===== src/periph_pkg.sv =====
`default_nettype none

package periph_pkg;

   localparam int REG_OFS_W = 2;
   // peripherals take only the low byte of a write
   localparam int REG_WR_W  = 8;

   typedef enum logic [REG_OFS_W-1:0] {
      LED_OUT          = 2'd0,
      LED_BLINK_MASK   = 2'd1,
      LED_BLINK_PERIOD = 2'd2
   } led_reg_t;

   typedef enum logic [REG_OFS_W-1:0] {
      UART_DATA    = 2'd0,
      UART_STATUS  = 2'd1,
      UART_DIVISOR = 2'd2
   } uart_reg_t;

   typedef enum logic [1:0] {
      TX_IDLE,
      TX_START,
      TX_DATA,
      TX_STOP
   } uart_state_t;

   localparam int DIV_W = 16;
   localparam logic [DIV_W-1:0] UART_DIV_RESET = 16'd16;

   localparam int LED_COUNT = 3;
   localparam int BLINK_W   = 24;
   localparam logic [BLINK_W-1:0] BLINK_RESET = 24'd1000;

endpackage

`default_nettype wire


===== src/uart_tx.sv =====
`timescale 1ns/1ps
`default_nettype none

module uart_tx (
   input  wire                              clk,
   input  wire                              rst_n,
   input  wire                              tx_start,
   input  wire  [periph_pkg::REG_WR_W-1:0]  tx_byte,
   input  wire  [periph_pkg::DIV_W-1:0]     divisor,
   output logic                             busy,
   output logic                             tx
);
   import periph_pkg::*;

   localparam int BIT_CNT_W = $clog2(REG_WR_W);

   uart_state_t          state_q;
   logic [DIV_W-1:0]     div_q;
   logic [DIV_W-1:0]     timer_q;
   logic [BIT_CNT_W-1:0] bit_cnt_q;
   logic [REG_WR_W-1:0]  shift_q;
   logic                 bit_done;

   assign bit_done = (timer_q == div_q - DIV_W'(1));

   always_ff @(posedge clk) begin
      if (!rst_n) begin
         state_q   <= TX_IDLE;
         timer_q   <= '0;
         bit_cnt_q <= '0;
      end else begin
         case (state_q)
            TX_IDLE: begin
               timer_q <= '0;
               if (tx_start)
                  state_q <= TX_START;
            end
            TX_START: begin
               if (bit_done) begin
                  timer_q   <= '0;
                  bit_cnt_q <= '0;
                  state_q   <= TX_DATA;
               end else begin
                  timer_q <= timer_q + DIV_W'(1);
               end
            end
            TX_DATA: begin
               if (bit_done) begin
                  timer_q <= '0;
                  if (bit_cnt_q == BIT_CNT_W'(REG_WR_W - 1))
                     state_q <= TX_STOP;
                  else
                     bit_cnt_q <= bit_cnt_q + BIT_CNT_W'(1);
               end else begin
                  timer_q <= timer_q + DIV_W'(1);
               end
            end
            default: begin
               if (bit_done)
                  state_q <= TX_IDLE;
               else
                  timer_q <= timer_q + DIV_W'(1);
            end
         endcase
      end
   end

   // the divisor is held for the whole frame
   always_ff @(posedge clk) begin
      if ((state_q == TX_IDLE) && tx_start) begin
         shift_q <= tx_byte;
         div_q   <= divisor;
      end else if ((state_q == TX_DATA) && bit_done) begin
         shift_q <= shift_q >> 1;
      end
   end

   always_comb begin
      case (state_q)
         TX_START: tx = 1'b0;
         TX_DATA:  tx = shift_q[0];
         default:  tx = 1'b1;
      endcase
   end

   assign busy = (state_q != TX_IDLE);

endmodule

`default_nettype wire


===== config.mk =====
export PLATFORM = sky130hd
export DESIGN_NAME = uart_tx
export DESIGN_NICKNAME = d
export VERILOG_FILES = /design/src/periph_pkg.sv /design/src/uart_tx.sv
export SDC_FILE = /design/constraint.sdc
export NUM_CORES = 1
export LEC_CHECK = 0
export CAP_MARGIN = 5
export CORE_MARGIN = 1.5
export CORE_UTILIZATION = 50
export DETAILED_ROUTE_END_ITERATION = 10
export DONT_BUFFER_PORTS = 1
export GPL_ROUTABILITY_DRIVEN = 0
export SYNTH_ARGS = -nofsm -noshare
export SYNTH_HDL_FRONTEND = slang
export SYNTH_SLANG_ARGS = --single-unit

===== constraint.sdc =====
create_clock -name clk -period 10.91 [get_ports clk]
set_input_delay 1.6365 -clock clk [delete_from_list [all_inputs] [get_ports clk]]
set_output_delay 1.6365 -clock clk [all_outputs]
set_load 0.03 [all_outputs]

# After elaboration in Yosys (flattened, before gate mapping)
# Index checks and enable logic that the tools add are counted.
# totals
reg_bits,45
input_bits,27
output_inout_bits,2
elab_cells,44
# classes
n_addsub,3
eq_ne,10
mux,16
reduce_logical,10
# ops
operator,count
$mux 16,2
$pmux 16 s2,1
$add 16x1->16 const B,1
$eq 16x16->1,1
$mux 8,2
$sub 16x1->16 const B,1
$mux 2,5
$ne 2x2->1 const B,5
$mux 3,3
$reduce_bool 2->1,4
$pmux 2 s3,1
$pmux 3 s2,1
$reduce_and 5->1,1
$reduce_and 4->1,1
$add 3x1->3 const B,1
$eq 3x3->1 const B,1
$ne 3x2->1 const B,1
$eq 2x1->1 const B,1
$eq 2x2->1 const B,1
$logic_and 1x1->1,2
$logic_not 2->1,1
$pmux 1 s2,1
$reduce_or 2->1,1

# Longest topological paths before layout
# logic_depth
ltp_word,5
depth_mapped,11
depth_no_buf,9

# Worst setup path after synthesis
# OpenSTA, ideal clock, no wires.
# synth_path
path_type,register to register
from,reg div_q[8]
to,"reg shift_q[0], enable pin"
arrival_time_ns,3.030
required_time_ns,10.526
slack_ns,7.496
path_stages_with_launch,7
cell_sequence,edfxtp_1 or4_2 or3_2 a211o_1 a211oi_2 nand3_1 o21ai_0
# synth_via
elab_chain_cells,4
# synth_lines
item,line_no,text
"start, declared",uart_tx.sv:18,logic [DIV_W-1:0] div_q;
"start signal, assigned",uart_tx.sv:72,div_q <= divisor;
$sub 16x1->16,uart_tx.sv:24,assign bit_done = (timer_q == div_q - DIV_W'(1));
$eq 16x16->1,uart_tx.sv:24,
$logic_and 1x1->1,uart_tx.sv:73,end else if ((state_q == TX_DATA) && bit_done) begin
$reduce_bool 2->1 (no line),n/a,
"end signal, assigned",uart_tx.sv:71,shift_q <= tx_byte;
"end signal, assigned",uart_tx.sv:74,shift_q <= shift_q >> 1;
"end, declared",uart_tx.sv:21,logic [REG_WR_W-1:0] shift_q;
# Every way passes these cells.
# A chain may end at the register's enable or synchronous reset.

# Worst setup path in the final report
# layout_path
from,reg div_q[3]
to,"reg shift_q[0], enable pin"
# The elaborated chain is that of the path after synthesis.

==> summary.txt <==
Cells and area
  – Ant diodes: 0
  – Layout Area Growth over Synthesis: 4.88%
  – Most frequent cells in the layout: edfxtp_1, dfxtp_1, a21oi_1, inv_1, nand2_1
  – Final instance area: 0.00266 mm2
  – Most common cell after layout, fill and taps aside: edfxtp_1
  – Share of layout cells above drive strength 1: 12.2%
  – Fin nets: 280
  – Non-filler cells, final: 313
  – Finished Core Util: 55.3%

Detailed routing
  – Drt via density: 6.02
  – Detailed Routing Iterations Pass 1: 4
  – Initial DRC count: 156
  – Routed WL: 4870 um
  – DRC viols: 0
  – WL/cell: 15.6 um
  – Routed vias: 1883
  – Routed Antenna Nets: 0

Timing
  – Fin Clk Skew: 7.56 ps
  – Final setup fails: 0
  – RSZ-0062 raised after global routing: no
  – Final setup TNS: 0 ps
  – Final WS setup: 6960 ps
  – Final hold viol count: 0
  – Slew Limit Fails: 0
  – Post-route clock period utilization: 36.2%
  – Crit path time final: 3950 ps
  – Slew HR: 24.4%
  – Worst-Margin Slew: 1120 ps
  – Hold_ws: 494 ps
  – FMAX: 0.253 GHz

Clock tree
  – CTS tree: built
  – # clock sinks: 45
  – Post-CTS Resized: 0
  – Post-CTS Hold Buffers: 0
  – Worst skew pair latency: 290 ps
  – Post-CTS Setup Bufs: 0
  – H-tree Lvls: 2
  – CTS Buf Count: 5
  – Clock Tree Root: clkbuf_8
  – CTS max path bufs: 2
  – Clock transition at path regs: 80 ps

Yosys
  – Syn_area_per_cell: 10.4 um2
  – Synth top area cells: edfxtp_1, dfxtp_1, ha_1, a21oi_1, mux2_2
  – Synthesized area: 0.00254 mm2
  – Synth area leader: edfxtp_1
  – Mapped Nets: 279
  – Synth warn: 0
  – Seq/Total Area, Yosys: 44.9%
  – Dominant synthesized flop cell: edfxtp_1
  – Ys async rst share: 0%
  – Syn Inst Count: 244
  – EDFF count, synth: 24
  – Synth unique cells: 54
  – Synth top area share: 28.4%
  – Number of synthesized register bits: 45

Worst setup path
  – R2R Setup Slk: 6960 ps
  – Req. time, crit path: 10820 ps
  – Crit. End Element: flop
  – Most common cell on crit path: or3_1
  – Crit Path Max Fanout: 8
  – CP max stage delay: 930 ps
  – Crit path max-delay family: simple AND/OR/NAND/NOR gates
  – CP Class: reg -> reg
  – CP Cell Sequence: or3_1, or3_1, a2111o_1, nor4_1, nand3_1, o21ai_0
  – WP buf/inv: 0
  – Startpoint Class: flop
  – Critical Path AT: 3860 ps
  – Slowest CP cell: o21ai_0

Placed design
  – Dpl cells: 305
  – DP Area: 0.00257 mm2
  – Place WS: 6970 ps
  – DP Wirelength: 3710 um
  – Port Buffers: 0

Power
  – Max rail drop VDD: 0.0000953 V
  – Tot Pwr: 0.471 mW
  – Pwr/cell area: 177 mW/mm2
  – Leakage: 0.858 nW

GRT
  – Total gr overflow: 0
  – First-pass GRT wire length: 8070 um
  – Gr usage total: 19.5%
  – Antenna violations before repair: 0
  – Largest net degree at the start of global routing: 32
  – Vias in the first global route: 1769

Run status
  – Outcome: completed

Worst hold path
  – Hold Path Class: reg -> reg

Flow run
  – Max Cap Viol: 0

Floorplanning
  – I/O pin total: 29
  – CORE AREA: 0.00482 mm2
  – Die area: 0.00551 mm2
  – Starting Density: 52.7%
  – # rows: 25
  – Die Y: 74.3 um
  – Die X: 74.3 um
sequential cells by signal, indices dropped and copies added, names as in the netlist:
register   count
state_q        2
shift_q        8
bit_cnt_q      3
timer_q       16
div_q         16
synth_stat cells (all sizes together), types with 2 or more instances:
| library cell | count |
|---|---|
| mux2 | 8 |
| nand2 | 11 |
| and3 | 4 |
| or4 | 12 |
| inv | 13 |
| edfxtp | 24 |
| nand4 | 4 |
| o2bb2ai | 2 |
| nor2b | 2 |
| or3 | 13 |
| xnor2 | 10 |
| o21ai | 9 |
| a211o | 2 |
| xor2 | 9 |
| nor3 | 3 |
| mux2i | 3 |
| nor4 | 7 |
| a211oi | 3 |
| ha | 8 |
| a22o | 2 |
| nor2 | 11 |
| a21oi | 18 |
| buf | 5 |
| dfxtp | 21 |
| nand2b | 2 |
| o31ai | 9 |
| a41oi | 2 |
| nand3 | 9 |
layout make-up:
class                   count  area, um2
well taps                  67       83.8
clock buffers               8       91.3
flip-flops and latches     45       1140
multi-input cells         180       1300
fillers                   462       2150
inverters                  13       48.8
worst paths after layout:
path | startpoint | end | cells past startpoint
worst max-delay path | div_q[3]$_DFFE_PP_ | shift_q[0]$_DFFE_PP_ | 6
worst min-delay path | bit_cnt_q[1]$_SDFFE_PN0P_ | bit_cnt_q[1]$_SDFFE_PN0P_ | 1
worst max register to register | div_q[3]$_DFFE_PP_ | shift_q[0]$_DFFE_PP_ | 6
worst min register to register | bit_cnt_q[1]$_SDFFE_PN0P_ | bit_cnt_q[1]$_SDFFE_PN0P_ | 1
cell families (layout without fill, tap and decap cells):
| family | after synthesis | in the layout | synth area share [%] |
|---|---|---|---|
| flops | 45 | 45 | 44.9 |
| xor+xnor | 19 | 19 | 6.55 |
| simple gates | 85 | 85 | 19.9 |
| buf+inv | 19 | 21 | 3.94 |
| mux | 11 | 11 | 4.73 |
| fa+ha+maj | 8 | 8 | 3.94 |
| compound gates | 57 | 57 | 16.0 |
layer usage:
layer	global-route usage, %	vias to the layer above	wire length [um]
met5	0	-	0
met3	4.61	10	263
met1	26.9	872	2360
met2	29.8	62	2140
met4	7.88	0	108
li1	-	939	-
where the power goes:
part,switching [mW],internal [mW]
registers,0.0202,0.214
logic,0.0816,0.0517
clock network,0.0513,0.0525
No activity file was read; power rests on OpenSTA's default activity.
