===== config.mk =====
export PLATFORM = sky130hd
export DESIGN_NAME = uart_regs
export DESIGN_NICKNAME = d
export VERILOG_FILES = /design/src/periph_pkg.sv /design/src/soc_map_pkg.sv /design/src/uart_regs.sv
export SDC_FILE = /design/constraint.sdc
export NUM_CORES = 1
export LEC_CHECK = 0
export BUFFER_PORTS_ARGS = -buffer_cell sky130_fd_sc_hd__buf_2
export CELL_PAD_IN_SITES_DETAIL_PLACEMENT = 1
export CELL_PAD_IN_SITES_GLOBAL_PLACEMENT = 2
export CORE_UTILIZATION = 27
export DETAILED_ROUTE_END_ITERATION = 8
export PLACE_DENSITY_LB_ADDON = 0.1
export SLEW_MARGIN = 20
export SYNTH_ARGS = -nofsm -noshare
export SYNTH_HDL_FRONTEND = slang
export SYNTH_SLANG_ARGS = --single-unit

===== constraint.sdc =====
create_clock -name clk -period 2.4 [get_ports clk]
set_input_delay 0.36 -clock clk [delete_from_list [all_inputs] [get_ports clk]]
set_output_delay 0.36 -clock clk [all_outputs]
set_load 0.01 [all_outputs]

===== src/periph_pkg.sv =====
`default_nettype none

package periph_pkg;

   localparam int REG_OFS_W = 2;
   // peripherals take only the low byte of a write
   localparam int REG_WR_W  = 8;

   typedef enum logic [REG_OFS_W-1:0] {
      LED_OUT          = 2'd0,
      LED_BLINK_MASK   = 2'd1,
      LED_BLINK_PERIOD = 2'd2
   } led_reg_t;

   typedef enum logic [REG_OFS_W-1:0] {
      UART_DATA    = 2'd0,
      UART_STATUS  = 2'd1,
      UART_DIVISOR = 2'd2
   } uart_reg_t;

   typedef enum logic [1:0] {
      TX_IDLE,
      TX_START,
      TX_DATA,
      TX_STOP
   } uart_state_t;

   localparam int DIV_W = 16;
   localparam logic [DIV_W-1:0] UART_DIV_RESET = 16'd16;

   localparam int LED_COUNT = 3;
   localparam int BLINK_W   = 24;
   localparam logic [BLINK_W-1:0] BLINK_RESET = 24'd1000;

endpackage

`default_nettype wire


===== src/soc_map_pkg.sv =====
`default_nettype none

package soc_map_pkg;

   // master bus
   localparam int ADDR_W = 16;
   localparam int DATA_W = 32;
   localparam int MASK_W = 4;

   // scratch RAM
   localparam int RAM_WORDS = 1024;
   localparam int RAM_AW    = 10;

   // word index and register offset both start above the byte lane bits
   localparam int WORD_LSB = 2;

   // upper address bits that pick a target
   localparam logic [1:0] RAM_TAG  = 2'b00;
   localparam logic [3:0] LED_TAG  = 4'b0100;
   localparam logic [3:0] UART_TAG = 4'b0101;

   typedef enum logic [1:0] {
      REGION_NONE,
      REGION_RAM,
      REGION_LED,
      REGION_UART
   } region_t;

endpackage

`default_nettype wire


===== src/uart_regs.sv =====
`timescale 1ns/1ps
`default_nettype none

module uart_regs (
   input  wire                               clk,
   input  wire                               rst_n,
   input  wire                               rd,
   input  wire                               wr,
   input  wire  [periph_pkg::REG_OFS_W-1:0]  ofs,
   input  wire  [periph_pkg::REG_WR_W-1:0]   wr_data,
   output logic [soc_map_pkg::DATA_W-1:0]    rd_data,
   output logic                              rd_valid,
   input  wire                               busy,
   output logic                              tx_start,
   output logic [periph_pkg::REG_WR_W-1:0]   tx_byte,
   output logic [periph_pkg::DIV_W-1:0]      divisor
);
   import soc_map_pkg::*;
   import periph_pkg::*;

   uart_reg_t reg_sel;
   logic      tx_active;
   logic      data_wr;
   logic      status_rd;
   logic      overrun_q;

   assign reg_sel = uart_reg_t'(ofs);

   // a start already issued counts as busy until the shifter raises busy
   assign tx_active = busy | tx_start;
   assign data_wr   = wr && (reg_sel == UART_DATA);
   assign status_rd = rd && (reg_sel == UART_STATUS);

   always_ff @(posedge clk) begin
      if (!rst_n) begin
         tx_start  <= 1'b0;
         overrun_q <= 1'b0;
         divisor   <= UART_DIV_RESET;
         rd_valid  <= 1'b0;
      end else begin
         tx_start <= data_wr && !tx_active;
         // a byte written during a frame is lost and flagged
         if (data_wr && tx_active)
            overrun_q <= 1'b1;
         else if (status_rd)
            overrun_q <= 1'b0;
         if (wr && (reg_sel == UART_DIVISOR))
            divisor <= DIV_W'(wr_data);
         rd_valid <= rd;
      end
   end

   always_ff @(posedge clk) begin
      if (data_wr && !tx_active) begin
         tx_byte <= wr_data;
      end
      if (rd) begin
         case (reg_sel)
            UART_DATA:    rd_data <= DATA_W'(tx_byte);
            UART_STATUS:  rd_data <= DATA_W'({overrun_q, tx_active});
            UART_DIVISOR: rd_data <= DATA_W'(divisor);
            default:      rd_data <= '0;
         endcase
      end
   end

endmodule

`default_nettype wire


Yosys cells after proc, flatten, opt, wreduce, memory -nomap -nowiden
Cells that the tools add are included.
- register bits after elaboration: 51
- latch bits: 0
- bits in writable memories: 0
- bits in read-only memories: 0
- input port bits: 15
- output and inout port bits: 58
- logic and storage cells: 20
- memories: 0
- add/subtract/negate cells: 0
- multipliers: 0
- div/mod/pow operators: 0
- magnitude comparators: 0
- equality and inequality tests: 2
- shift operators: 0
- multiplexer cells: 3
- bitwise gates (word level): 1
- reductions and logical operators: 8
- operators by type and width (cell ; number):
    8-bit case mux with 3 select lines ; 1
    1-bit logical AND ; 5
    2-bit by 1-bit equality test with 1-bit output (second input constant) ; 1
    2-bit equality test (second input constant) ; 1
    2-bit zero test ; 1
    1-bit two-way mux ; 2
    2-bit nonzero test ; 1
    1-bit zero test ; 1
    1-bit OR ; 1

Logic depth before layout (Yosys ltp)
- word-level depth: 4
- mapped depth: 4
- mapped depth without buffers: 2

Least setup slack after synthesis
No wires, ideal clock.
- path kind: input port to flip-flop
- start: in busy
- end: reg tx_byte[0] (netlist bit) (enable)
- setup time: 383 ps
- arrival time: 1276 ps
- data required time: 2017 ps
- slack: 740 ps
- stages: 2
- path buffers: 0
- path through: or2_2 -> nor3_1
- cells in the longest elaborated chain, start to end: 3
- RTL lines (item ; RTL line ; text):
    start, declared ; uart_regs.sv:13 ; input wire busy,
    1-bit OR ; uart_regs.sv:30 ; assign tx_active = busy | tx_start;
    1-bit zero test ; uart_regs.sv:54 ; if (data_wr && !tx_active) begin
    1-bit logical AND ; uart_regs.sv:54 ;
    end signal, assigned ; uart_regs.sv:55 ; tx_byte <= wr_data;
    end, declared ; uart_regs.sv:15 ; output logic [periph_pkg::REG_WR_W-1:0] tx_byte,
No other way between the ends.
A chain may end at the register's enable or synchronous reset.

Final worst setup path
- start: reg tx_start
- end: reg tx_byte[2] (netlist bit) (enable)
- cells in the longest elaborated chain, start to end: 3
- RTL lines (item ; RTL line ; text):
    start, declared ; uart_regs.sv:14 ; output logic tx_start,
    start signal, assigned ; uart_regs.sv:41 ; tx_start <= data_wr && !tx_active;
    1-bit OR ; uart_regs.sv:30 ;
    1-bit zero test ; uart_regs.sv:54 ;
    1-bit logical AND ; uart_regs.sv:54 ;
No other way between the ends.

==> run summary <==
The detailed router finished its first iteration with 53 violations. Setup repair after global routing left no endpoint under its margin. The TritonCTS buffer count came out at 3. For this configuration, the core starts out at a cell density of 0.281. The Yosys warning count is 0. The number of optimization iterations in the first detailed-route pass came out at 4. In this run the number of H-tree levels came out at 1. The total global routing overflow came out at 0. TritonCTS built the clock tree. The number of global-route vias before repair is 809. The share of the synthesized area in the top cell type came out at 0.359. The maximum fanout along the worst path is 5. In this run, synthesis produced a sequential element count of 27. The clock reaches the later pin of the worst-skew pair after 0.26 ns. STA puts the critical path data arrival time at 1.36 ns. The sequential cell area fraction in the yosys report is 0.524. The leakage power came out at 0.000708 uW. The worst setup path is of the flip-flop to flip-flop kind. The netlist area before placement came out at 1340 um2. The number of cell instances on the worst register-to-register path is 3. The row count is 25. The area used by sequential logic in the layout is 701 um2. The maximum number of pins on one net before global-route repair came out at 19. The layout filler cell count is 567. The switching share of power is 0.242.

In this run the power density over the cells is 580 nW/um2. Counting distinct cell types in the post-synthesis netlist gives 22. In the final timing run, aggregate negative setup slack is 0 ns. The number of buffers added to fix hold violations after cts came out at 0. STA classifies the critical path startpoint as a flip-flop. In this run the worst hold path is classified as primary input to flip-flop. The internal power of the cells totals 663 uW.

Clock-pin slew was measured on the worst setup and hold paths at 0.09 ns. The post-layout instance count excluding filler cells is 224. Yosys attributes the largest share of cell area to edfxtp_1, buf_4, dfxtp_1.

The wire length reported by the detailed router is 2630 um. The capturing element type of the critical path is a flip-flop. Static timing analysis puts the maximum clock frequency at 0.728 GHz.

In the final layout, the multi-input gates occupy 457 um2. 0 antenna diodes ended up in the layout. The relative area change from synthesis to final layout came out at 12.8%. The final antenna-violating net count came out at 0.

The switching power of the nets came out at 212 uW. Counting instances, the worst hold path has a depth of 1. For this run, global-route usage on met1 was measured as 0.130. In the final layout, the share of cells above drive strength 1 is 0.299. From left edge to right edge, the die measures 72.4 um. The total instance count after detailed placement came out at 220. The buffer depth of the longest clock path is 2. Data on the critical path is required at its endpoint by 2.39 ns. The period utilization came out at 0.572. Pin placement for this block handled 73 I/O pins. Once layout is complete, the utilization of the core stands at 0.317. The shortest period the worst path allows is 1.37 ns. Routability-driven placement finished with a final weighted congestion of 0.654. Of the total power, registers draw 0.589. The fraction of power consumed by the clock network came out at 0.288. The vias after detailed routing came out at 847. The hold violation count in the final report is 0.

The max-slew violation count came out at 0. The final setup violation count is 0. The average size of a mapped cell came out at 11.3 um2. The quantity of I/O buffers inserted on ports came out at 40. The met2 usage is 0.175. The most utilized layer in the global route result is met2. The met3 track demand over resource in global routing came out at 0.0139. The worst-case vdd ir drop came out at 0.000193 V. The run finished with clean final reports.

The final setup skew came out at 0.00218 ns. In the routed design, unresolved DRC markers number 0. The routed length per placed instance came out at 11.7 um.

The count of max-cap constraint violations is 0. The combinational power share is 0.123. In this run the post-CTS setup repair buffer count came out at 0. The clock drives 27 sinks. Synthesis produced 118 cells.

The number of antenna violations at the first check in global routing is 0. The die covers 5240 um2. The total half-perimeter wirelength after legalization and detailed placement came out at 2030 um.

The clock tree root driver cell is clkbuf_8. The standard cell core area came out at 4750 um2. The quantity of gates resized following cts is 0. The number of nets in the final layout came out at 173. The global-route wire length before repair is 4080 um. The biggest area contributor in the post-synthesis netlist is edfxtp_1. In the global route stage, overall resource usage came out at 0.104. The height of the die came out at 72.4 um.

After detailed routing, the number of vias per cell comes to 3.78.
final timing paths:
path,start,end,slack (ns)
worst max-delay path,tx_start,tx_byte[2],1.03
worst min-delay path,wr_data[6],tx_byte[6],0.28
worst max register to register,tx_start,tx_byte[2],1.03
worst min register to register,overrun_q,overrun_q,0.47
through the flow:
stage | total power [uW] | worst slack [ns] | hold slack (ns) | instance area (um2)
floorplan | 637 | 0.740 | 0.439 | 1450
global placement | 634 | 0.853 | 0.460 | 1460
detailed placement | 635 | 0.841 | 0.460 | 1460
CTS | 889 | 1.01 | 0.273 | 1510
global route | 924 | 0.949 | 0.263 | 1510
finish | 875 | 1.03 | 0.279 | 1510
registers in the layout, indices dropped and copies added, names as in the netlist:
name,flops
rd_valid,1
tx_byte,8
tx_start,1
divisor,8
overrun_q,1
rd_data,8
cells in the final DEF (no fill, tap or decap), types with 2 or more instances in the layout:
cell / instances
edfxtp_1: 16
clkbuf_8: 3
mux2i_1: 16
nor2_1: 6
buf_2: 40
nand2_1: 15
and3b_1: 2
conb_1: 32
inv_1: 2
dfxtp_1: 11
buf_4: 2
cell type report:
type / count / share of cell area
inverters: 2 / 0.00498
flip-flops and latches: 27 / 0.464
clock buffers: 4 / 0.0299
multi-input cells: 82 / 0.303
repair buffers: 42 / 0.143
well taps: 67 / 0.0556
metal layers:
metal	up-vias	share of wire
met5	-	0
met4	0	0.018
met3	5	0.056
met2	46	0.51
met1	386	0.42
li1	410	-
worst max-delay path: stages (launching register included):
cell and delay, ns:
dfxtp_1 0.32, or2_2 0.31, nor3_1 0.26, buf_4 0.20
power groups by stage:
stage | clock network [uW] | registers, uW | logic, uW
floorplan | 0 | 535 | 102
global placement | 0 | 527 | 107
detailed placement | 0 | 527 | 108
CTS | 265 | 516 | 108
global route | 286 | 518 | 120
finish | 252 | 516 | 107
cell usage after synthesis:
library cell and instances:
and2_1 1, and3b_1 2, buf_2 3, buf_4 32
buf_6 3, conb_1 1, dfxtp_1 11, edfxtp_1 16
inv_1 2, mux2i_1 16, nand2_1 15, nand2b_1 1
nand3b_1 1, nand4b_1 1, nor2_1 6, nor3_1 1
nor4_1 1, o211ai_2 1, o21ai_1 1, o21bai_1 1
o32ai_1 1, or2_2 1
cells by family after synthesis:
group / Yosys count / share of synthesized area
AOI/OAI and AO/OA: 4 / 0.0253
and+or+nand+nor: 30 / 0.107
DFF: 27 / 0.524
other: 1 / 0.00280
muxes: 16 / 0.120
buffers and inverters: 40 / 0.222
Power figures use the tool's default switching activity.
