[config.mk]
export PLATFORM = sky130hd
export DESIGN_NAME = bus_decoder
export DESIGN_NICKNAME = d
export VERILOG_FILES = /design/src/periph_pkg.sv /design/src/soc_map_pkg.sv /design/src/bus_decoder.sv
export SDC_FILE = /design/constraint.sdc
export NUM_CORES = 1
export LEC_CHECK = 0
export ABC_AREA = 1
export BUFFER_PORTS_ARGS = -buffer_cell sky130_fd_sc_hd__buf_2
export CORE_AREA = 2 2 102 104
export CTS_BUF_LIST = sky130_fd_sc_hd__clkbuf_8
export CTS_CLUSTER_DIAMETER = 200
export DETAILED_ROUTE_END_ITERATION = 8
export DIE_AREA = 0 0 104 106
export PLACE_DENSITY = 0.52
export RECOVER_POWER = 100
export SYNTH_ARGS = -nofsm -noshare
export SYNTH_HDL_FRONTEND = slang
export SYNTH_SLANG_ARGS = --single-unit
export TNS_END_PERCENT = 50
[constraint.sdc]
create_clock -name clk -period 0.9 [get_ports clk]
set_input_delay 0.09 -clock clk [delete_from_list [all_inputs] [get_ports clk]]
set_output_delay 0.09 -clock clk [all_outputs]
set_load 0.01 [all_outputs]
[src/periph_pkg.sv]
`default_nettype none

package periph_pkg;

   localparam int REG_OFS_W = 2;
   // peripherals take only the low byte of a write
   localparam int REG_WR_W  = 8;

   typedef enum logic [REG_OFS_W-1:0] {
      LED_OUT          = 2'd0,
      LED_BLINK_MASK   = 2'd1,
      LED_BLINK_PERIOD = 2'd2
   } led_reg_t;

   typedef enum logic [REG_OFS_W-1:0] {
      UART_DATA    = 2'd0,
      UART_STATUS  = 2'd1,
      UART_DIVISOR = 2'd2
   } uart_reg_t;

   typedef enum logic [1:0] {
      TX_IDLE,
      TX_START,
      TX_DATA,
      TX_STOP
   } uart_state_t;

   localparam int DIV_W = 16;
   localparam logic [DIV_W-1:0] UART_DIV_RESET = 16'd16;

   localparam int LED_COUNT = 3;
   localparam int BLINK_W   = 24;
   localparam logic [BLINK_W-1:0] BLINK_RESET = 24'd1000;

endpackage

`default_nettype wire

[src/soc_map_pkg.sv]
`default_nettype none

package soc_map_pkg;

   // master bus
   localparam int ADDR_W = 16;
   localparam int DATA_W = 32;
   localparam int MASK_W = 4;

   // scratch RAM
   localparam int RAM_WORDS = 1024;
   localparam int RAM_AW    = 10;

   // word index and register offset both start above the byte lane bits
   localparam int WORD_LSB = 2;

   // upper address bits that pick a target
   localparam logic [1:0] RAM_TAG  = 2'b00;
   localparam logic [3:0] LED_TAG  = 4'b0100;
   localparam logic [3:0] UART_TAG = 4'b0101;

   typedef enum logic [1:0] {
      REGION_NONE,
      REGION_RAM,
      REGION_LED,
      REGION_UART
   } region_t;

endpackage

`default_nettype wire

[src/bus_decoder.sv]
`timescale 1ns/1ps
`default_nettype none

module bus_decoder (
   input  wire                                clk,
   input  wire                                rst_n,
   input  wire  [soc_map_pkg::ADDR_W-1:0]     addr,
   input  wire                                rd_en,
   input  wire                                wr_en,
   input  wire  [soc_map_pkg::DATA_W-1:0]     wr_data,
   input  wire  [soc_map_pkg::MASK_W-1:0]     wr_mask,
   output logic [soc_map_pkg::DATA_W-1:0]     rd_data,
   output logic                               rd_valid,
   output logic                               ram_rd,
   output logic                               ram_wr,
   output logic [soc_map_pkg::RAM_AW-1:0]     ram_addr,
   output logic [soc_map_pkg::DATA_W-1:0]     ram_wr_data,
   output logic [soc_map_pkg::MASK_W-1:0]     ram_wr_mask,
   input  wire  [soc_map_pkg::DATA_W-1:0]     ram_rd_data,
   input  wire                                ram_rd_valid,
   output logic                               led_rd,
   output logic                               led_wr,
   output logic [periph_pkg::REG_OFS_W-1:0]   led_ofs,
   output logic [periph_pkg::REG_WR_W-1:0]    led_wr_data,
   input  wire  [soc_map_pkg::DATA_W-1:0]     led_rd_data,
   input  wire                                led_rd_valid,
   output logic                               uart_rd,
   output logic                               uart_wr,
   output logic [periph_pkg::REG_OFS_W-1:0]   uart_ofs,
   output logic [periph_pkg::REG_WR_W-1:0]    uart_wr_data,
   input  wire  [soc_map_pkg::DATA_W-1:0]     uart_rd_data,
   input  wire                                uart_rd_valid
);
   import soc_map_pkg::*;
   import periph_pkg::*;

   region_t region;
   region_t rd_region_q;
   logic    none_valid_q;

   always_comb begin
      if (addr[ADDR_W-1 -: 2] == RAM_TAG)
         region = REGION_RAM;
      else if (addr[ADDR_W-1 -: 4] == LED_TAG)
         region = REGION_LED;
      else if (addr[ADDR_W-1 -: 4] == UART_TAG)
         region = REGION_UART;
      else
         region = REGION_NONE;
   end

   assign ram_rd  = rd_en && (region == REGION_RAM);
   assign ram_wr  = wr_en && (region == REGION_RAM);
   assign led_rd  = rd_en && (region == REGION_LED);
   assign led_wr  = wr_en && (region == REGION_LED);
   assign uart_rd = rd_en && (region == REGION_UART);
   assign uart_wr = wr_en && (region == REGION_UART);

   assign ram_addr     = addr[WORD_LSB +: RAM_AW];
   assign ram_wr_data  = wr_data;
   assign ram_wr_mask  = wr_mask;
   assign led_ofs      = addr[WORD_LSB +: REG_OFS_W];
   assign led_wr_data  = wr_data[REG_WR_W-1:0];
   assign uart_ofs     = addr[WORD_LSB +: REG_OFS_W];
   assign uart_wr_data = wr_data[REG_WR_W-1:0];

   // the region of the read in flight picks the answer one cycle later
   always_ff @(posedge clk) begin
      if (!rst_n) begin
         rd_region_q  <= REGION_NONE;
         none_valid_q <= 1'b0;
      end else begin
         rd_region_q  <= rd_en ? region : REGION_NONE;
         none_valid_q <= rd_en && (region == REGION_NONE);
      end
   end

   always_comb begin
      case (rd_region_q)
         REGION_RAM: begin
            rd_data  = ram_rd_data;
            rd_valid = ram_rd_valid;
         end
         REGION_LED: begin
            rd_data  = led_rd_data;
            rd_valid = led_rd_valid;
         end
         REGION_UART: begin
            rd_data  = uart_rd_data;
            rd_valid = uart_rd_valid;
         end
         default: begin
            // unmapped reads are answered here with zero
            rd_data  = '0;
            rd_valid = none_valid_q;
         end
      endcase
   end

endmodule

`default_nettype wire

Yosys cells after proc, flatten, opt, wreduce, memory -nomap -nowiden --
Index checks and enable logic that the tools add are counted. Widths: inputs -> output; s select.
Storage, ports and cells: flip-flop bits (word level) 3, latch bits 0, RAM bits 0, ROM bits 0, input bits 155, output and inout port bits 105, word-level logic and storage cells 25, memories kept 0
Cells by class: add/sub/neg operators 0, $mul 0, divide/modulo/power cells 0, $lt $le $gt $ge 0, eq/ne operators 8, shift-type cells 0, mux-type cells 5, bitwise gates (word level) 0, reductions and logical operators 10
Operators by type and width (count):
- $pmux 32 s3 | 1
- $eq 2x2->1 const B | 4
- $eq 4x3->1 const B | 2
- $logic_and 1x1->1 | 7
- $mux 2 | 3
- $eq 2x1->1 const B | 2
- $logic_not 2->1 | 2
- $pmux 1 s3 | 1
- $reduce_and 2->1 | 1

Longest topological paths before layout --
word-level depth 6, gate-level depth with buffers 5, gate-level depth less buffers 5

Worst setup path before layout --
Ideal clock, no wire load.
kind register to output, start register rd_region_q[1], end output port rd_data[10] (netlist bit), arrival time 948 ps, required time 810 ps, setup slack -138 ps, stages on the path, launching flop included 6, path buffers 1, cells stage by stage dfxtp_1 > inv_2 > nor2_4 > buf_6 > nand2_1 > nand3_1
Between the ends: cells in the longest elaborated chain, start to end 2, elaborated cells between the ends (all ways) 4, classes of those cells eq/ne (3); mux (1)
RTL lines:
- start: declaration | line bus_decoder.sv:38 | region_t rd_region_q;
- start signal: assignment | line bus_decoder.sv:73 | rd_region_q <= rd_en ? region : REGION_NONE;
- $eq 2x2->1 or $eq 2x1->1 (tied branches) | line bus_decoder.sv:79 | case (rd_region_q)
- $pmux 32 s3 (*) | line bus_decoder.sv:79
- end: declaration | line bus_decoder.sv:12 | output logic [soc_map_pkg::DATA_W-1:0] rd_data,
Every way passes the cells marked *; elsewhere a longest branch is shown, timed or not.

Worst setup path in the final report --
start register rd_region_q[1], end output port rd_data[30] (netlist bit)
Same word-level chain as after synthesis.

==> flow_metrics.py <==
metrics = {
    "sta": {
        "max_slew_margin_pct": 89.9,
        "rsz0062_at_grt": "yes",
        "fin_crit_sh_pct": 151,
        "final-setup-viol-count": 33,
        "max_freq_mhz": 736,
        "finalHoldViolCount": 0,
        "fin_ws_ps": -459,
        "slew_violations": 0,
        "worstMarginPinSlew_ps": 151,
        "post-route-min-period_ps": 1360,
    },
    "final_layout": {
        "instances_no_fill": 466,
        "syn_to_final_growth_pct": 77.5,
        "nets": 486,
        "diodes": 0,
        "layout-drive-gt1-share_pct": 67.0,
        "fill_cells": 1141,
        "final_area_um2": 2320,
    },
    "synth": {
        "synth_warnings": 0,
        "avgSynthCellArea_um2": 5.46,
        "syn-num-nets": 395,
        "ys_seq_area_share_pct": 4.58,
        "synth_top_area_cell": "buf_4",
        "syn_area_um2": 1310,
        "synthArstFlopShare_pct": 0,
        "synthTopCellsByCount": "nand2_1 (98), buf_4 (69), nand3_1 (37)",
        "syn_inst": 240,
        "synthTopCellsByArea": "buf_4 (40%), nand2_1 (28%), nand3_1 (14%)",
        "synth_most_common_cell": "nand2_1",
        "synth-edff-count": 0,
        "yosysUniqueCellTypes": 14,
        "ys.flop_type": "dfxtp_1",
        "synth_seq_cells": 3,
        "synth_top_cell_area_share_pct": 39.5,
    },
    "worst_setup_path": {
        "critPathArrivalTime_ps": 1270,
        "critical_path.max_fanout": 6,
        "cp-start-kind": "flip-flop",
        "crit_path_top_delay_cell": "dfxtp_4",
        "worstPathRequired_ps": 810,
        "crit_chain": "inv_4 -> nor2_4 -> buf_12 -> clkbuf_16 -> nand2_1 -> nand3_2 -> buf_6",
        "critical_path_class": "flip-flop to output port",
        "max_stage_delay_ps": 370,
        "crit_path_end_kind": "output port",
    },
    "clock_network": {
        "ctsLongestPathBuffers": 2,
        "cts_sinks": 3,
        "ctsHoldBuffers": 0,
        "cts_root_buf": "clkbuf_8",
        "cts_made_buffers": 3,
        "cts_tree": "done",
        "h-tree-depth": 1,
        "clkSlewWorstSetupHoldPaths_ps": 30,
    },
    "grt": {
        "grt_overflow": 0,
        "antenna_found_initial": 0,
        "grt_usage_pct": 8.75,
        "met1_usage_pct": 8.48,
        "grt_pass1_vias": 1667,
        "grt_max_degree": 27,
        "met2_usage_pct": 16.7,
        "grt_pass1_wl_um": 7840,
        "use_met3_pct": 3.37,
        "grt_most_used_layer": "met2",
    },
    "worst_hold_path": {
        "hold_class": "primary input to flip-flop",
    },
    "routing": {
        "drtPass1Iterations": 6,
        "drc": 0,
        "post_drt_wl_per_cell_um": 12.1,
        "drtIter0Drc": 109,
        "via_per_inst": 3.83,
        "ant_nets": 0,
        "drt-total-wl_um": 5640,
        "vias": 1786,
    },
    "die": {
        "die_area_um2": 11000,
        "io_pins": 260,
        "die_x_um": 104,
        "die-height_um": 106,
        "row_count": 37,
        "core_area_um2": 10000,
        "start_util_pct": 13.1,
    },
    "placed_design": {
        "io_buffers": 145,
        "dpl.hpwl_um": 4090,
        "place_inst": 457,
        "dpl_cell_area_um2": 1940,
        "gp_congestion": 0.829,
    },
    "status": {
        "status": "complete, but fails checks",
        "violations": "setup timing",
    },
    "power": {
        "ir_worst_vdd_mv": 0.284,
        "powerDensity_nw_per_um2": 456,
        "p_leak_nw": 1.37,
    },
    "job": {
        "drv_cap": 0,
    },
}
[cell families (layout without fill, tap and decap cells)]
family                 Yosys count  count (layout)  synth area share [%]
buffers and inverters           85             175                  46.1
and+or+nand+nor                151             151                  48.9
DFF                              3               3                  4.58
AOI/OAI and AO/OA                1               1                 0.382
[layout make-up]
cell class,instances,area (µm²),share of cell area [%]
tap,136,170,7.32
clock inverter,1,3.75,0.161
sequential,3,67.6,2.91
clock buffer,3,41.3,1.78
inverter,10,40.0,1.72
multi-input combinational,152,853,36.7
timing repair buffer,161,1150,49.4
[path summary, 6_finish.rpt]
check                                     start                        end  slack (ps)  cells past startpoint
worst max-delay path  rd_region_q[1]$_SDFF_PN0_                rd_data[30]        -460                      7
worst min-delay path                      rst_n  rd_region_q[1]$_SDFF_PN0_         140                      3
[layout by cell type, fill, tap and decap left out, types with 5 or more instances in the layout]
cell and count:
buf_12 6, buf_2 113, buf_4 5, buf_6 29, inv_1 8, nand2_1 81, nand2_2 20, nand3_1 6
nand3_2 31, nor2_1 8
[registers in the layout (all words and copies together), names as in the netlist]
signal	cells
none_valid_q	1
rd_region_q	2
[metrics by stage]
stage               setup slack, ps  power (mW)  TNS [ps]  hold WS, ps  util, %
floorplan                     -33.8       0.582      -972          223        -
global placement               -224       0.594     -6100          180     19.4
detailed placement             -226       0.597     -6290          180     19.4
CTS                            -446        1.03    -13420          142     21.1
global route                   -514        1.15    -16000          155     23.2
finish                         -459        1.06    -13890          143     23.2
[worst max-delay path, delay by kind of cell (launching register included)]
family	cells	cell delay, ps
DFF	1	370
and+or+nand+nor	3	220
buffers and inverters	4	450
[power breakdown]
group	switching (mW)	total [mW]	internal (mW)
Clock	0.0904	0.381	0.290
Combinational	0.230	0.541	0.311
Sequential	0.00509	0.140	0.134
[routing by layer]
metal,vias to the layer above,wire (µm)
li1,860,-
met1,791,1920
met2,111,2980
met3,24,545
met4,0,197
met5,-,0
[timing repair]
item / in CTS / in global routing
pin swaps: 0 / 16
gates cloned: 0 / 4
gates resized for setup: 22 / 27
endpoints found under the setup margin: 33 / 35
setup buffers: 0 / 1
Note: power is estimated with default switching activity, not from simulation.
