===== src/periph_pkg.sv =====
`default_nettype none

package periph_pkg;

   localparam int REG_OFS_W = 2;
   // peripherals take only the low byte of a write
   localparam int REG_WR_W  = 8;

   typedef enum logic [REG_OFS_W-1:0] {
      LED_OUT          = 2'd0,
      LED_BLINK_MASK   = 2'd1,
      LED_BLINK_PERIOD = 2'd2
   } led_reg_t;

   typedef enum logic [REG_OFS_W-1:0] {
      UART_DATA    = 2'd0,
      UART_STATUS  = 2'd1,
      UART_DIVISOR = 2'd2
   } uart_reg_t;

   typedef enum logic [1:0] {
      TX_IDLE,
      TX_START,
      TX_DATA,
      TX_STOP
   } uart_state_t;

   localparam int DIV_W = 16;
   localparam logic [DIV_W-1:0] UART_DIV_RESET = 16'd16;

   localparam int LED_COUNT = 3;
   localparam int BLINK_W   = 24;
   localparam logic [BLINK_W-1:0] BLINK_RESET = 24'd1000;

endpackage

`default_nettype wire


===== src/soc_map_pkg.sv =====
`default_nettype none

package soc_map_pkg;

   // master bus
   localparam int ADDR_W = 16;
   localparam int DATA_W = 32;
   localparam int MASK_W = 4;

   // scratch RAM
   localparam int RAM_WORDS = 1024;
   localparam int RAM_AW    = 10;

   // word index and register offset both start above the byte lane bits
   localparam int WORD_LSB = 2;

   // upper address bits that pick a target
   localparam logic [1:0] RAM_TAG  = 2'b00;
   localparam logic [3:0] LED_TAG  = 4'b0100;
   localparam logic [3:0] UART_TAG = 4'b0101;

   typedef enum logic [1:0] {
      REGION_NONE,
      REGION_RAM,
      REGION_LED,
      REGION_UART
   } region_t;

endpackage

`default_nettype wire


===== src/led_ctrl.sv =====
`timescale 1ns/1ps
`default_nettype none

module led_ctrl (
   input  wire                               clk,
   input  wire                               rst_n,
   input  wire                               rd,
   input  wire                               wr,
   input  wire  [periph_pkg::REG_OFS_W-1:0]  ofs,
   input  wire  [periph_pkg::REG_WR_W-1:0]   wr_data,
   output logic [soc_map_pkg::DATA_W-1:0]    rd_data,
   output logic                              rd_valid,
   output logic                              led1,
   output logic                              led2,
   output logic                              led3
);
   import soc_map_pkg::*;
   import periph_pkg::*;

   led_reg_t             reg_sel;
   logic                 period_wr;
   logic [LED_COUNT-1:0] led_out_q;
   logic [LED_COUNT-1:0] blink_mask_q;
   logic [LED_COUNT-1:0] pins;
   logic [BLINK_W-1:0]   period_q;
   logic [BLINK_W-1:0]   count_q;
   logic                 phase_q;

   assign reg_sel   = led_reg_t'(ofs);
   assign period_wr = wr && (reg_sel == LED_BLINK_PERIOD);

   always_ff @(posedge clk) begin
      if (!rst_n) begin
         led_out_q    <= '0;
         blink_mask_q <= '0;
         period_q     <= BLINK_RESET;
         count_q      <= '0;
         phase_q      <= 1'b0;
         rd_valid     <= 1'b0;
      end else begin
         if (wr && (reg_sel == LED_OUT))
            led_out_q <= wr_data[LED_COUNT-1:0];
         if (wr && (reg_sel == LED_BLINK_MASK))
            blink_mask_q <= wr_data[LED_COUNT-1:0];
         // a new period starts counting from zero
         if (period_wr) begin
            period_q <= BLINK_W'(wr_data);
            count_q  <= '0;
         end else if (count_q >= period_q) begin
            count_q <= '0;
            phase_q <= ~phase_q;
         end else begin
            count_q <= count_q + BLINK_W'(1);
         end
         rd_valid <= rd;
      end
   end

   always_ff @(posedge clk) begin
      if (rd) begin
         case (reg_sel)
            LED_OUT:          rd_data <= DATA_W'(led_out_q);
            LED_BLINK_MASK:   rd_data <= DATA_W'(blink_mask_q);
            LED_BLINK_PERIOD: rd_data <= DATA_W'(period_q);
            default:          rd_data <= '0;
         endcase
      end
   end

   assign pins = led_out_q ^ (blink_mask_q & {LED_COUNT{phase_q}});
   assign led1 = pins[0];
   assign led2 = pins[1];
   assign led3 = pins[2];

endmodule

`default_nettype wire


===== config.mk =====
export PLATFORM = sky130hd
export DESIGN_NAME = led_ctrl
export DESIGN_NICKNAME = d
export VERILOG_FILES = /design/src/periph_pkg.sv /design/src/soc_map_pkg.sv /design/src/led_ctrl.sv
export SDC_FILE = /design/constraint.sdc
export NUM_CORES = 1
export LEC_CHECK = 0
export BUFFER_PORTS_ARGS = -buffer_cell sky130_fd_sc_hd__clkbuf_2
export CORE_UTILIZATION = 53
export DETAILED_ROUTE_END_ITERATION = 16
export PLACE_DENSITY = 0.78
export SLEW_MARGIN = 30
export SYNTH_ARGS = -nofsm -noshare
export SYNTH_HDL_FRONTEND = slang
export SYNTH_SLANG_ARGS = --single-unit

===== constraint.sdc =====
create_clock -name clk -period 2.5 [get_ports clk]
set_clock_uncertainty 0.1 [all_clocks]
set_input_delay 0.5 -clock clk [delete_from_list [all_inputs] [get_ports clk]]
set_output_delay 0.5 -clock clk [all_outputs]
set_load 0.01 [all_outputs]

Word level (Yosys, flattened, before mapping)
Cells that the tools add are included.
{ "word_totals": {"out_inout_bits": 36, "reg_bits": 74, "elab_cells": 23, "input_bits": 14} }
{ "op_classes": {"bitwise_logic": 5, "n_lt_le_gt_ge": 1, "n_addsub": 1, "n_reduce_logical": 6, "eq_ne": 2, "n_mux": 1} }
{ "op_table": {"columns": ["cell", "count"], "rows": [
  ["one-hot mux 10 bit (3 select lines)", 1],
  ["adder 24 x 1 -> 24 bit (second input constant)", 1],
  [">= comparator 24 x 10 -> 1 bit", 1],
  ["AND 3 bit", 1],
  ["logical AND 1 bit", 3],
  ["inverter 1 bit", 3],
  ["OR reduction 3 bit", 1],
  ["XOR 3 bit", 1],
  ["== test 2 x 1 -> 1 bit (second input constant)", 1],
  ["== test 2 bit (second input constant)", 1],
  ["logical NOT 2 bit", 1],
  ["AND reduction 2 bit", 1]
]} }

Longest topological paths before layout
Gate-level depths: netlist (run 1).
{ "logic_depth": {"word_depth": 4, "mapped_depth": 8, "ltp_nobuf": 7} }

Worst setup path before layout (run 1)
No wires, ideal clock.
{ "synth_path": {"path_kind": "register to register", "from": "register count_q[0]", "to": "register count_q[2]", "setup_ns": 0.062, "path_stages_with_launch": 9, "synth_period_minus_slack_ns": 1.872, "required_time_ns": 2.338, "path_slack_ns": 0.628, "path_buffers": 1, "t_arrival_ns": 1.710, "path_cell_list": "dfxtp_1 -> inv_1 -> ha_1 -> nand2b_4 -> a2111oi_2 -> o31a_1 -> o2111ai_2 -> buf_6 -> nor2_2"} }
{ "synth_between": {"elab_chain_cells": 2, "word_cells_on_any_way": 3, "classes_between": "add/sub: 1; order compare: 1; reduce/logical: 1"} }
{ "synth_rtl": {"columns": ["item", "line", "rtl"], "rows": [
  ["start, declared", "led_ctrl.sv:26", "logic [BLINK_W-1:0] count_q;"],
  ["start signal, assigned", "led_ctrl.sv:53", "count_q <= count_q + BLINK_W'(1);"],
  [">= comparator 24 x 10 -> 1 bit", "led_ctrl.sv:49", "end else if (count_q >= period_q) begin"],
  ["OR reduction 3 bit (no source line)", null, null]
]} }
Several ways; a longest one is shown, not always the timed one.
A chain may end at the register's enable or synchronous reset.

Worst setup path in the final report (run 1)
{ "layout_path": {"from": "register count_q[0]", "to": "register count_q[10]"} }
The elaborated chain is that of the path after synthesis.

==> metrics.txt, run 1 <==
# TYPE chip_impl_metric gauge
chip_impl_info{name="run_status",value="finished, final reports clean"} 1
chip_impl_metric{name="share_seq_of_total_power",unit=""} 0.616
chip_impl_metric{name="syn_to_final_growth",unit="%"} 9.342
chip_impl_metric{name="cell_internal_pwr",unit="mW"} 1.087
chip_impl_info{name="worstHoldStart",value="wr_data[3]"} 1
chip_impl_metric{name="postLayoutSetupSlackWorst",unit="ns"} 0.3072
chip_impl_metric{name="top_area_cell_type_share_of_the_netlist_area",unit=""} 0.3626
chip_impl_metric{name="vias_per_cell",unit=""} 4.715
chip_impl_info{name="path_class",value="reg -> reg"} 1
chip_impl_metric{name="critical_path_arrival",unit="ns"} 2.32
chip_impl_metric{name="syn_area",unit="µm²"} 2263
chip_impl_metric{name="worst_tran_pin_value",unit="ns"} 0.7186
chip_impl_metric{name="finish.net_count",unit=""} 283
chip_impl_metric{name="floorplan.die.height",unit="µm"} 67.35
chip_impl_metric{name="rows",unit=""} 23
chip_impl_metric{name="layout-drive-gt1-share",unit=""} 0.2008
chip_impl_metric{name="syn_area_per_cell",unit="µm²"} 10.43
chip_impl_metric{name="vdd_drop_max",unit="mV"} 0.4196
chip_impl_metric{name="post-cts-setup-buffer-count",unit=""} 0
chip_impl_metric{name="path_max_fanout",unit=""} 11
chip_impl_metric{name="cts.sink_count",unit=""} 50
chip_impl_metric{name="drv.max_cap_violation_count",unit=""} 0
chip_impl_metric{name="finalCoreUtilization",unit=""} 0.6099
chip_impl_metric{name="asyncSetResetFlopFracSynth",unit=""} 0
chip_impl_metric{name="port_buffers",unit=""} 27
chip_impl_metric{name="critical_path_required",unit="ns"} 2.63
chip_impl_metric{name="fmax",unit="GHz"} 0.4560
chip_impl_metric{name="comb_pwr_share",unit=""} 0.076
chip_impl_info{name="setup.worst_path.end_class",value="flip-flop"} 1
chip_impl_metric{name="detail_route.first_pass.iterations",unit=""} 6
chip_impl_metric{name="grt_pass1_wl",unit="mm"} 5.630
chip_impl_metric{name="cts.reportedPaths.clkPinSlew",unit="ns"} 0.08
chip_impl_metric{name="total_power",unit="mW"} 1.408
chip_impl_metric{name="clock_power_share",unit=""} 0.308
chip_impl_info{name="cts_tree",value="done"} 1
chip_impl_metric{name="detail_route.wl_per_cell",unit="µm"} 10.72
chip_impl_metric{name="core_area",unit="µm²"} 4058
chip_impl_metric{name="track_usage",unit=""} 0.1707
chip_impl_metric{name="synthesis.instances",unit=""} 217
chip_impl_metric{name="final-hold-violation-count",unit=""} 0
chip_impl_metric{name="h-tree-depth",unit=""} 2
chip_impl_metric{name="first_iter_violations",unit=""} 61
chip_impl_metric{name="placement.cell_area",unit="µm²"} 2394
chip_impl_metric{name="r2r_slack",unit="ns"} 0.31
chip_impl_metric{name="hold_buffers",unit=""} 0
chip_impl_metric{name="dr_total_vias",unit=""} 1457
chip_impl_info{name="mostFrequentLayoutCells",value="sky130_fd_sc_hd__dfxtp_1 (41), sky130_fd_sc_hd__conb_1 (35), sky130_fd_sc_hd__clkbuf_2 (27)"} 1
chip_impl_metric{name="post-place-ws",unit="ns"} 0.2914
chip_impl_metric{name="min_period_over_period",unit=""} 0.8771
chip_impl_metric{name="synth_seq_area_share",unit=""} 0.4820
chip_impl_metric{name="maximum_number_of_pins_on_one_net_before_global_route_repair",unit=""} 20
chip_impl_metric{name="hpwl",unit="mm"} 2.589
chip_impl_info{name="yosys_most_used_dff",value="sky130_fd_sc_hd__dfxtp_1"} 1
chip_impl_metric{name="setup_violations",unit=""} 0
chip_impl_metric{name="vias_in_the_first_global_route",unit=""} 1318
chip_impl_metric{name="globalRoute.totalOverflow",unit=""} 0
chip_impl_metric{name="holdPathStages",unit=""} 3
chip_impl_metric{name="final_antenna_net_count",unit=""} 0
chip_impl_metric{name="antenna_cells",unit=""} 0
chip_impl_metric{name="worst_skew_pair.late_latency",unit="ns"} 0.30
chip_impl_metric{name="number_of_enable_type_register_cells_in_the_synthesized_netlist",unit=""} 9
chip_impl_metric{name="final-max-slew-violation-count",unit=""} 0
chip_impl_metric{name="totalNegativeSetupSlack",unit="ns"} 0
chip_impl_metric{name="ys_warn_count",unit=""} 0
chip_impl_metric{name="power_per_cell_area",unit="nW/µm²"} 568.9
chip_impl_metric{name="switchingPower",unit="µW"} 321.3
chip_impl_metric{name="ports_placed_on_the_boundary",unit=""} 50
chip_impl_metric{name="totalWireLength",unit="mm"} 3.314
chip_impl_info{name="most_common_cell_after_layout_fill_and_taps_aside",value="sky130_fd_sc_hd__dfxtp_1"} 1
chip_impl_info{name="r2r_end",value="count_q[10]"} 1
chip_impl_metric{name="post_cts_resized",unit=""} 0
chip_impl_metric{name="cts_buffers",unit=""} 5
chip_impl_metric{name="initial_utilization",unit=""} 0.5578
chip_impl_metric{name="yosys_register_bits",unit=""} 50
chip_impl_metric{name="netSwitchingFraction",unit=""} 0.2282
chip_impl_metric{name="max_slew_margin",unit=""} 0.5209
chip_impl_metric{name="antenna_violations_before_repair",unit=""} 0
chip_impl_metric{name="cts_buffer_depth",unit=""} 2
chip_impl_metric{name="ys_types",unit=""} 39
chip_impl_info{name="ctsRootBufferMaster",value="sky130_fd_sc_hd__clkbuf_8"} 1
chip_impl_info{name="launch_point_of_the_worst_reg_to_reg_path",value="count_q[0]"} 1
chip_impl_info{name="worst_hold_endpoint",value="period_q[3]"} 1
chip_impl_metric{name="dieWidth",unit="µm"} 67.35
chip_impl_info{name="synth_top_cell_by_area",value="sky130_fd_sc_hd__dfxtp_1"} 1
chip_impl_metric{name="timing.final.crit_period",unit="ns"} 2.193
chip_impl_info{name="min-delay-path-class",value="in -> reg"} 1
chip_impl_info{name="rsz_0062_raised_after_global_routing",value="false"} 1
chip_impl_metric{name="rr_worst_depth",unit=""} 7
chip_impl_metric{name="place.gp.congestion",unit=""} 0.7741
chip_impl_metric{name="total_leakage_power",unit="nW"} 1.082
chip_impl_metric{name="design_area",unit="µm²"} 2475
chip_impl_metric{name="fp.dieArea",unit="µm²"} 4536
chip_impl_metric{name="drcViolationCount",unit=""} 0
chip_impl_info{name="synth_area_leaders",value="sky130_fd_sc_hd__dfxtp_1 (36%), sky130_fd_sc_hd__edfxtp_1 (12%), sky130_fd_sc_hd__buf_4 (8.0%)"} 1
chip_impl_info{name="critPathLaunchType",value="flip-flop"} 1
==> kinds of logic (layout without fill, tap and decap cells) <==
logic type	after synthesis	count (layout)	synth area share
AOI/OAI and AO/OA	19	19	0.06578
buffers and inverters	40	48	0.1111
xor gates and xnor gates	12	12	0.04643
muxes	10	10	0.04423
adders and majority gates	11	11	0.06081
other	1	35	0.001657
and+or+nand+nor	74	74	0.1879
DFF	50	50	0.4820
==> worst max-delay path: stages, from the launching register on <==
cell,delay (ns)
sky130_fd_sc_hd__dfxtp_1,0.42
sky130_fd_sc_hd__inv_1,0.07
sky130_fd_sc_hd__ha_1,0.27
sky130_fd_sc_hd__nand2b_4,0.14
sky130_fd_sc_hd__a2111oi_2,0.36
sky130_fd_sc_hd__o31a_1,0.19
sky130_fd_sc_hd__o2111ai_2,0.37
sky130_fd_sc_hd__nor2_2,0.22
==> power groups by stage <==
stage / clock [mW] / sequential (mW) / combinational (mW)
global route: 0.484 / 0.871 / 0.124
CTS: 0.448 / 0.868 / 0.108
floorplan: 0 / 0.888 / 0.0945
finish: 0.433 / 0.867 / 0.108
detailed placement: 0 / 0.887 / 0.107
global placement: 0 / 0.885 / 0.105
==> how the worst max path moves through the flow <==
stage,from,end,slack [ns]
floorplan,count_q[0],count_q[2],0.63
global placement,count_q[0],count_q[10],0.31
detailed placement,count_q[0],count_q[8],0.29
CTS,count_q[0],count_q[8],0.27
global route,count_q[0],count_q[9],0.12
finish,count_q[0],count_q[10],0.31
==> synth_stat cells, types with 7 or more instances <==
master and number:
sky130_fd_sc_hd__dfxtp_1 41, sky130_fd_sc_hd__buf_4 24, sky130_fd_sc_hd__nand2_1 23, sky130_fd_sc_hd__ha_1 11, sky130_fd_sc_hd__inv_1 11, sky130_fd_sc_hd__mux2i_1 10, sky130_fd_sc_hd__nor2_2 10, sky130_fd_sc_hd__edfxtp_1 9
sky130_fd_sc_hd__and2_1 8, sky130_fd_sc_hd__nand3_1 7, sky130_fd_sc_hd__nor2b_1 7, sky130_fd_sc_hd__xnor2_1 7
==> registers in the layout (all words and copies together), names as in the netlist <==
signal and count:
rd_valid 1, rd_data 9, led_out_q 3, period_q 9, count_q 24, phase_q 1
blink_mask_q 3
==> cell type report <==
cell class                 instances  area (µm²)
tap                               50       62.56
timing repair buffer              29       150.1
clock buffer                       6       72.57
inverter                          11       41.29
sequential                        50        1091
multi-input combinational        161        1049
clock inverter                     2       8.758
fill                             351        1583
==> stage by stage <==
stage	hold slack, ns	std cells
after floorplan	0.3435	251
after global placement	0.3609	301
after detailed placement	0.3734	301
after CTS	0.3152	309
after global routing	0.3217	309
final	0.3180	309
==> routing by layer <==
metal,vias up,wire (µm),part of all wire,track usage
met2,39,1683,0.51,0.2988
met3,5,147,0.044,0.04561
li1,751,-,-,-
met1,662,1439,0.43,0.1910
met4,0,42,0.013,0.07979
met5,-,0,0,0
(Power assumes the default switching activity.)
==> run 2, diff against run 1 <==
--- a/config.mk
+++ b/config.mk
@@ -6,9 +6,10 @@
 export NUM_CORES = 1
 export LEC_CHECK = 0
 export BUFFER_PORTS_ARGS = -buffer_cell sky130_fd_sc_hd__clkbuf_2
-export CORE_UTILIZATION = 53
+export CORE_MARGIN = 3
+export CORE_UTILIZATION = 57
 export DETAILED_ROUTE_END_ITERATION = 16
-export PLACE_DENSITY = 0.78
+export PLACE_DENSITY = 0.83
 export SLEW_MARGIN = 30
 export SYNTH_ARGS = -nofsm -noshare
 export SYNTH_HDL_FRONTEND = slang
==> constraint.sdc (replaced) <==
create_clock -name clk -period 2.75 [get_ports clk]
set_clock_uncertainty 0.1 [all_clocks]
set_input_delay 0.55 -clock clk [delete_from_list [all_inputs] [get_ports clk]]
set_output_delay 0.55 -clock clk [all_outputs]
set_load 0.01 [all_outputs]
==> run 2 against run 1 <==
  * First-iteration DRC count up 59%
  * Critical path depth unchanged
  * Sequential cell count unchanged
  * Fmax up 0.19%
  * Combinational power down 10%
  * Final cell count down 0.97%
==> metrics.txt, run 2 (synthesis gave the netlist of run 1 again) <==
# TYPE chip_impl_metric gauge
chip_impl_info{name="run_status",value="finished, final reports clean"} 1
chip_impl_metric{name="final-max-slew-violation-count",unit=""} 0
chip_impl_metric{name="multiInputGateArea",unit="µm²"} 1049
chip_impl_metric{name="place.gp.congestion",unit=""} 0.7668
chip_impl_metric{name="hold_buffers",unit=""} 0
chip_impl_info{name="critPathLaunch",value="count_q[0]"} 1
chip_impl_metric{name="share_seq_of_total_power",unit=""} 0.574
chip_impl_info{name="ctsRootBufferMaster",value="sky130_fd_sc_hd__clkbuf_8"} 1
chip_impl_metric{name="total_leakage_power",unit="nW"} 1.092
chip_impl_metric{name="fmax",unit="GHz"} 0.4569
chip_impl_metric{name="largest_register_ff_count",unit=""} 24
chip_impl_metric{name="vdd_drop_max",unit="mV"} 0.3395
chip_impl_metric{name="postLayoutSetupSlackWorst",unit="ns"} 0.5614
chip_impl_metric{name="fp.dieArea",unit="µm²"} 4763
chip_impl_info{name="mostFrequentLayoutCells",value="sky130_fd_sc_hd__dfxtp_1 (41), sky130_fd_sc_hd__conb_1 (35), sky130_fd_sc_hd__clkbuf_2 (27)"} 1
chip_impl_info{name="min-delay-path-class",value="in -> reg"} 1
chip_impl_metric{name="slowest_delay",unit="ns"} 0.42
chip_impl_metric{name="netSwitchingFraction",unit=""} 0.2127
chip_impl_info{name="worst_path_dominant_cell_family",value="compound AO/OA/AOI/OAI gates"} 1
chip_impl_metric{name="clock_power_share",unit=""} 0.355
chip_impl_metric{name="h-tree-depth",unit=""} 2
chip_impl_info{name="crit_path_cell_trace",value="inv_1 > ha_1 > nand2b_4 > a2111oi_2 > o31a_1 > o2111ai_2 > nor2_1"} 1
chip_impl_metric{name="placement.cell_area",unit="µm²"} 2384
chip_impl_metric{name="finalCoreUtilization",unit=""} 0.6658
chip_impl_metric{name="setup_violations",unit=""} 0
chip_impl_info{name="largest-register",value="count_q"} 1
chip_impl_metric{name="critical_path_required",unit="ns"} 2.87
chip_impl_metric{name="critical_path_arrival",unit="ns"} 2.31
chip_impl_metric{name="floorplan.die.height",unit="µm"} 69.02
chip_impl_metric{name="antenna_violations_before_repair",unit=""} 0
chip_impl_metric{name="r2r_slack",unit="ns"} 0.56
chip_impl_metric{name="cts_buffer_depth",unit=""} 2
chip_impl_metric{name="vias_per_cell",unit=""} 4.667
chip_impl_metric{name="totalWireLength",unit="mm"} 3.279
chip_impl_metric{name="max_slew_margin",unit=""} 0.5322
chip_impl_metric{name="globalRoute.totalOverflow",unit=""} 0
chip_impl_metric{name="design_area",unit="µm²"} 2492
chip_impl_info{name="path_class",value="reg -> reg"} 1
chip_impl_info{name="reg_top3",value="count_q (24), period_q (9), rd_data (9)"} 1
chip_impl_metric{name="drcViolationCount",unit=""} 0
chip_impl_metric{name="fin_worst_hold_slack",unit="ns"} 0.3715
chip_impl_metric{name="comb_pwr_share",unit=""} 0.071
chip_impl_metric{name="port_buffers",unit=""} 27
chip_impl_metric{name="path_max_fanout",unit=""} 11
chip_impl_metric{name="vias_in_the_first_global_route",unit=""} 1399
chip_impl_metric{name="ff_latch_area",unit="µm²"} 1091
chip_impl_metric{name="ports_placed_on_the_boundary",unit=""} 50
chip_impl_metric{name="timing.final.crit_period",unit="ns"} 2.189
chip_impl_metric{name="cell_internal_pwr",unit="mW"} 1.080
chip_impl_metric{name="antenna_cells",unit=""} 0
chip_impl_metric{name="power_per_cell_area",unit="nW/µm²"} 550.2
chip_impl_info{name="worstHoldStart",value="wr_data[4]"} 1
chip_impl_metric{name="dieWidth",unit="µm"} 69.02
chip_impl_metric{name="detail_route.first_pass.iterations",unit=""} 4
chip_impl_metric{name="layout-drive-gt1-share",unit=""} 0.2054
chip_impl_metric{name="initial_utilization",unit=""} 0.6046
chip_impl_metric{name="detail_route.wl_per_cell",unit="µm"} 10.72
chip_impl_info{name="cts_tree",value="done"} 1
chip_impl_info{name="setup.worst_path.end_class",value="flip-flop"} 1
chip_impl_metric{name="grt_pass1_wl",unit="mm"} 5.934
chip_impl_metric{name="switchingPower",unit="µW"} 291.7
chip_impl_info{name="launch_point_of_the_worst_reg_to_reg_path",value="count_q[0]"} 1
chip_impl_metric{name="worst_tran_pin_value",unit="ns"} 0.7017
chip_impl_metric{name="finish.net_count",unit=""} 282
chip_impl_metric{name="cts_buffers",unit=""} 5
chip_impl_info{name="critical_path.slowest_cell",value="sky130_fd_sc_hd__dfxtp_1"} 1
chip_impl_metric{name="maximum_number_of_pins_on_one_net_before_global_route_repair",unit=""} 20
chip_impl_metric{name="syn_to_final_growth",unit="%"} 10.12
chip_impl_metric{name="dr_total_vias",unit=""} 1428
chip_impl_metric{name="totalNegativeSetupSlack",unit="ns"} 0
chip_impl_metric{name="drv.max_cap_violation_count",unit=""} 0
chip_impl_info{name="rsz_0062_raised_after_global_routing",value="false"} 1
chip_impl_metric{name="core_area",unit="µm²"} 3744
chip_impl_metric{name="first_iter_violations",unit=""} 97
chip_impl_info{name="most_common_cell_after_layout_fill_and_taps_aside",value="sky130_fd_sc_hd__dfxtp_1"} 1
chip_impl_metric{name="worst_skew_pair.late_latency",unit="ns"} 0.29
chip_impl_metric{name="rows",unit=""} 22
chip_impl_metric{name="post-cts-setup-buffer-count",unit=""} 0
chip_impl_metric{name="final-hold-violation-count",unit=""} 0
chip_impl_metric{name="cts.reportedPaths.clkPinSlew",unit="ns"} 0.08
chip_impl_metric{name="post_cts_resized",unit=""} 0
chip_impl_metric{name="track_usage",unit=""} 0.1490
chip_impl_metric{name="post-place-ws",unit="ns"} 0.5579
chip_impl_metric{name="cts.sink_count",unit=""} 50
chip_impl_metric{name="final_antenna_net_count",unit=""} 0
chip_impl_metric{name="min_period_over_period",unit=""} 0.7959
chip_impl_info{name="critPathLaunchType",value="flip-flop"} 1
chip_impl_metric{name="num-fill-cells",unit=""} 298
chip_impl_metric{name="critical_path.n_buffers_inverters",unit=""} 1
chip_impl_metric{name="hpwl",unit="mm"} 2.552
## run 2: changes by cell type in the layout (fill, tap and decap cells not counted), sizes merged
cell / delta
bufinv: +1
buf: -1
clkbuf: -1
## run 2: stage by stage
| step | instances | power (mW) |
|---|---|---|
| 2_1_floorplan | 251 | 0.8932 |
| 3_3_place_gp | 298 | 0.8990 |
| 3_5_place_dp | 298 | 0.9020 |
| 4_1_cts | 306 | 1.390 |
| 5_1_grt | 306 | 1.433 |
| 6_report | 306 | 1.371 |
## run 2: worst min-delay path, stage by stage
cell,delay [ns]
sky130_fd_sc_hd__clkbuf_2,0.08
sky130_fd_sc_hd__nand2_1,0.05
sky130_fd_sc_hd__a21boi_1,0.05
## run 2: worst paths after layout
kind | cells after the start | endpoint
hold / removal | 3 | period_q[4]
setup reg to reg | 7 | count_q[4]
hold reg to reg | 2 | period_q[4]
setup / recovery | 7 | count_q[4]
## run 2: power by group through the flow
stage | Combinational (mW) | Sequential, mW | Clock (mW)
after floorplan | 0.0859 | 0.807 | 0
after global placement | 0.0947 | 0.804 | 0
after detailed placement | 0.0967 | 0.805 | 0
after CTS | 0.0971 | 0.788 | 0.505
after global routing | 0.110 | 0.792 | 0.531
final | 0.0967 | 0.788 | 0.487
## run 2: routing by layer
metal  vias up  wire length, µm  global-route usage
li1        746                -                   -
met3         5              207             0.04665
met5         -                0                   0
met4         0               34             0.04989
met1       639             1438              0.1795
met2        38             1599              0.2511
## run 2: final cells by class
class	count	share of cell area
clock buffers	5	0.02761
inverters	11	0.01657
repair buffers	28	0.05723
well taps	48	0.02410
flip-flops and latches	50	0.4378
multi-input cells	161	0.4207
clock inverters	3	0.01606
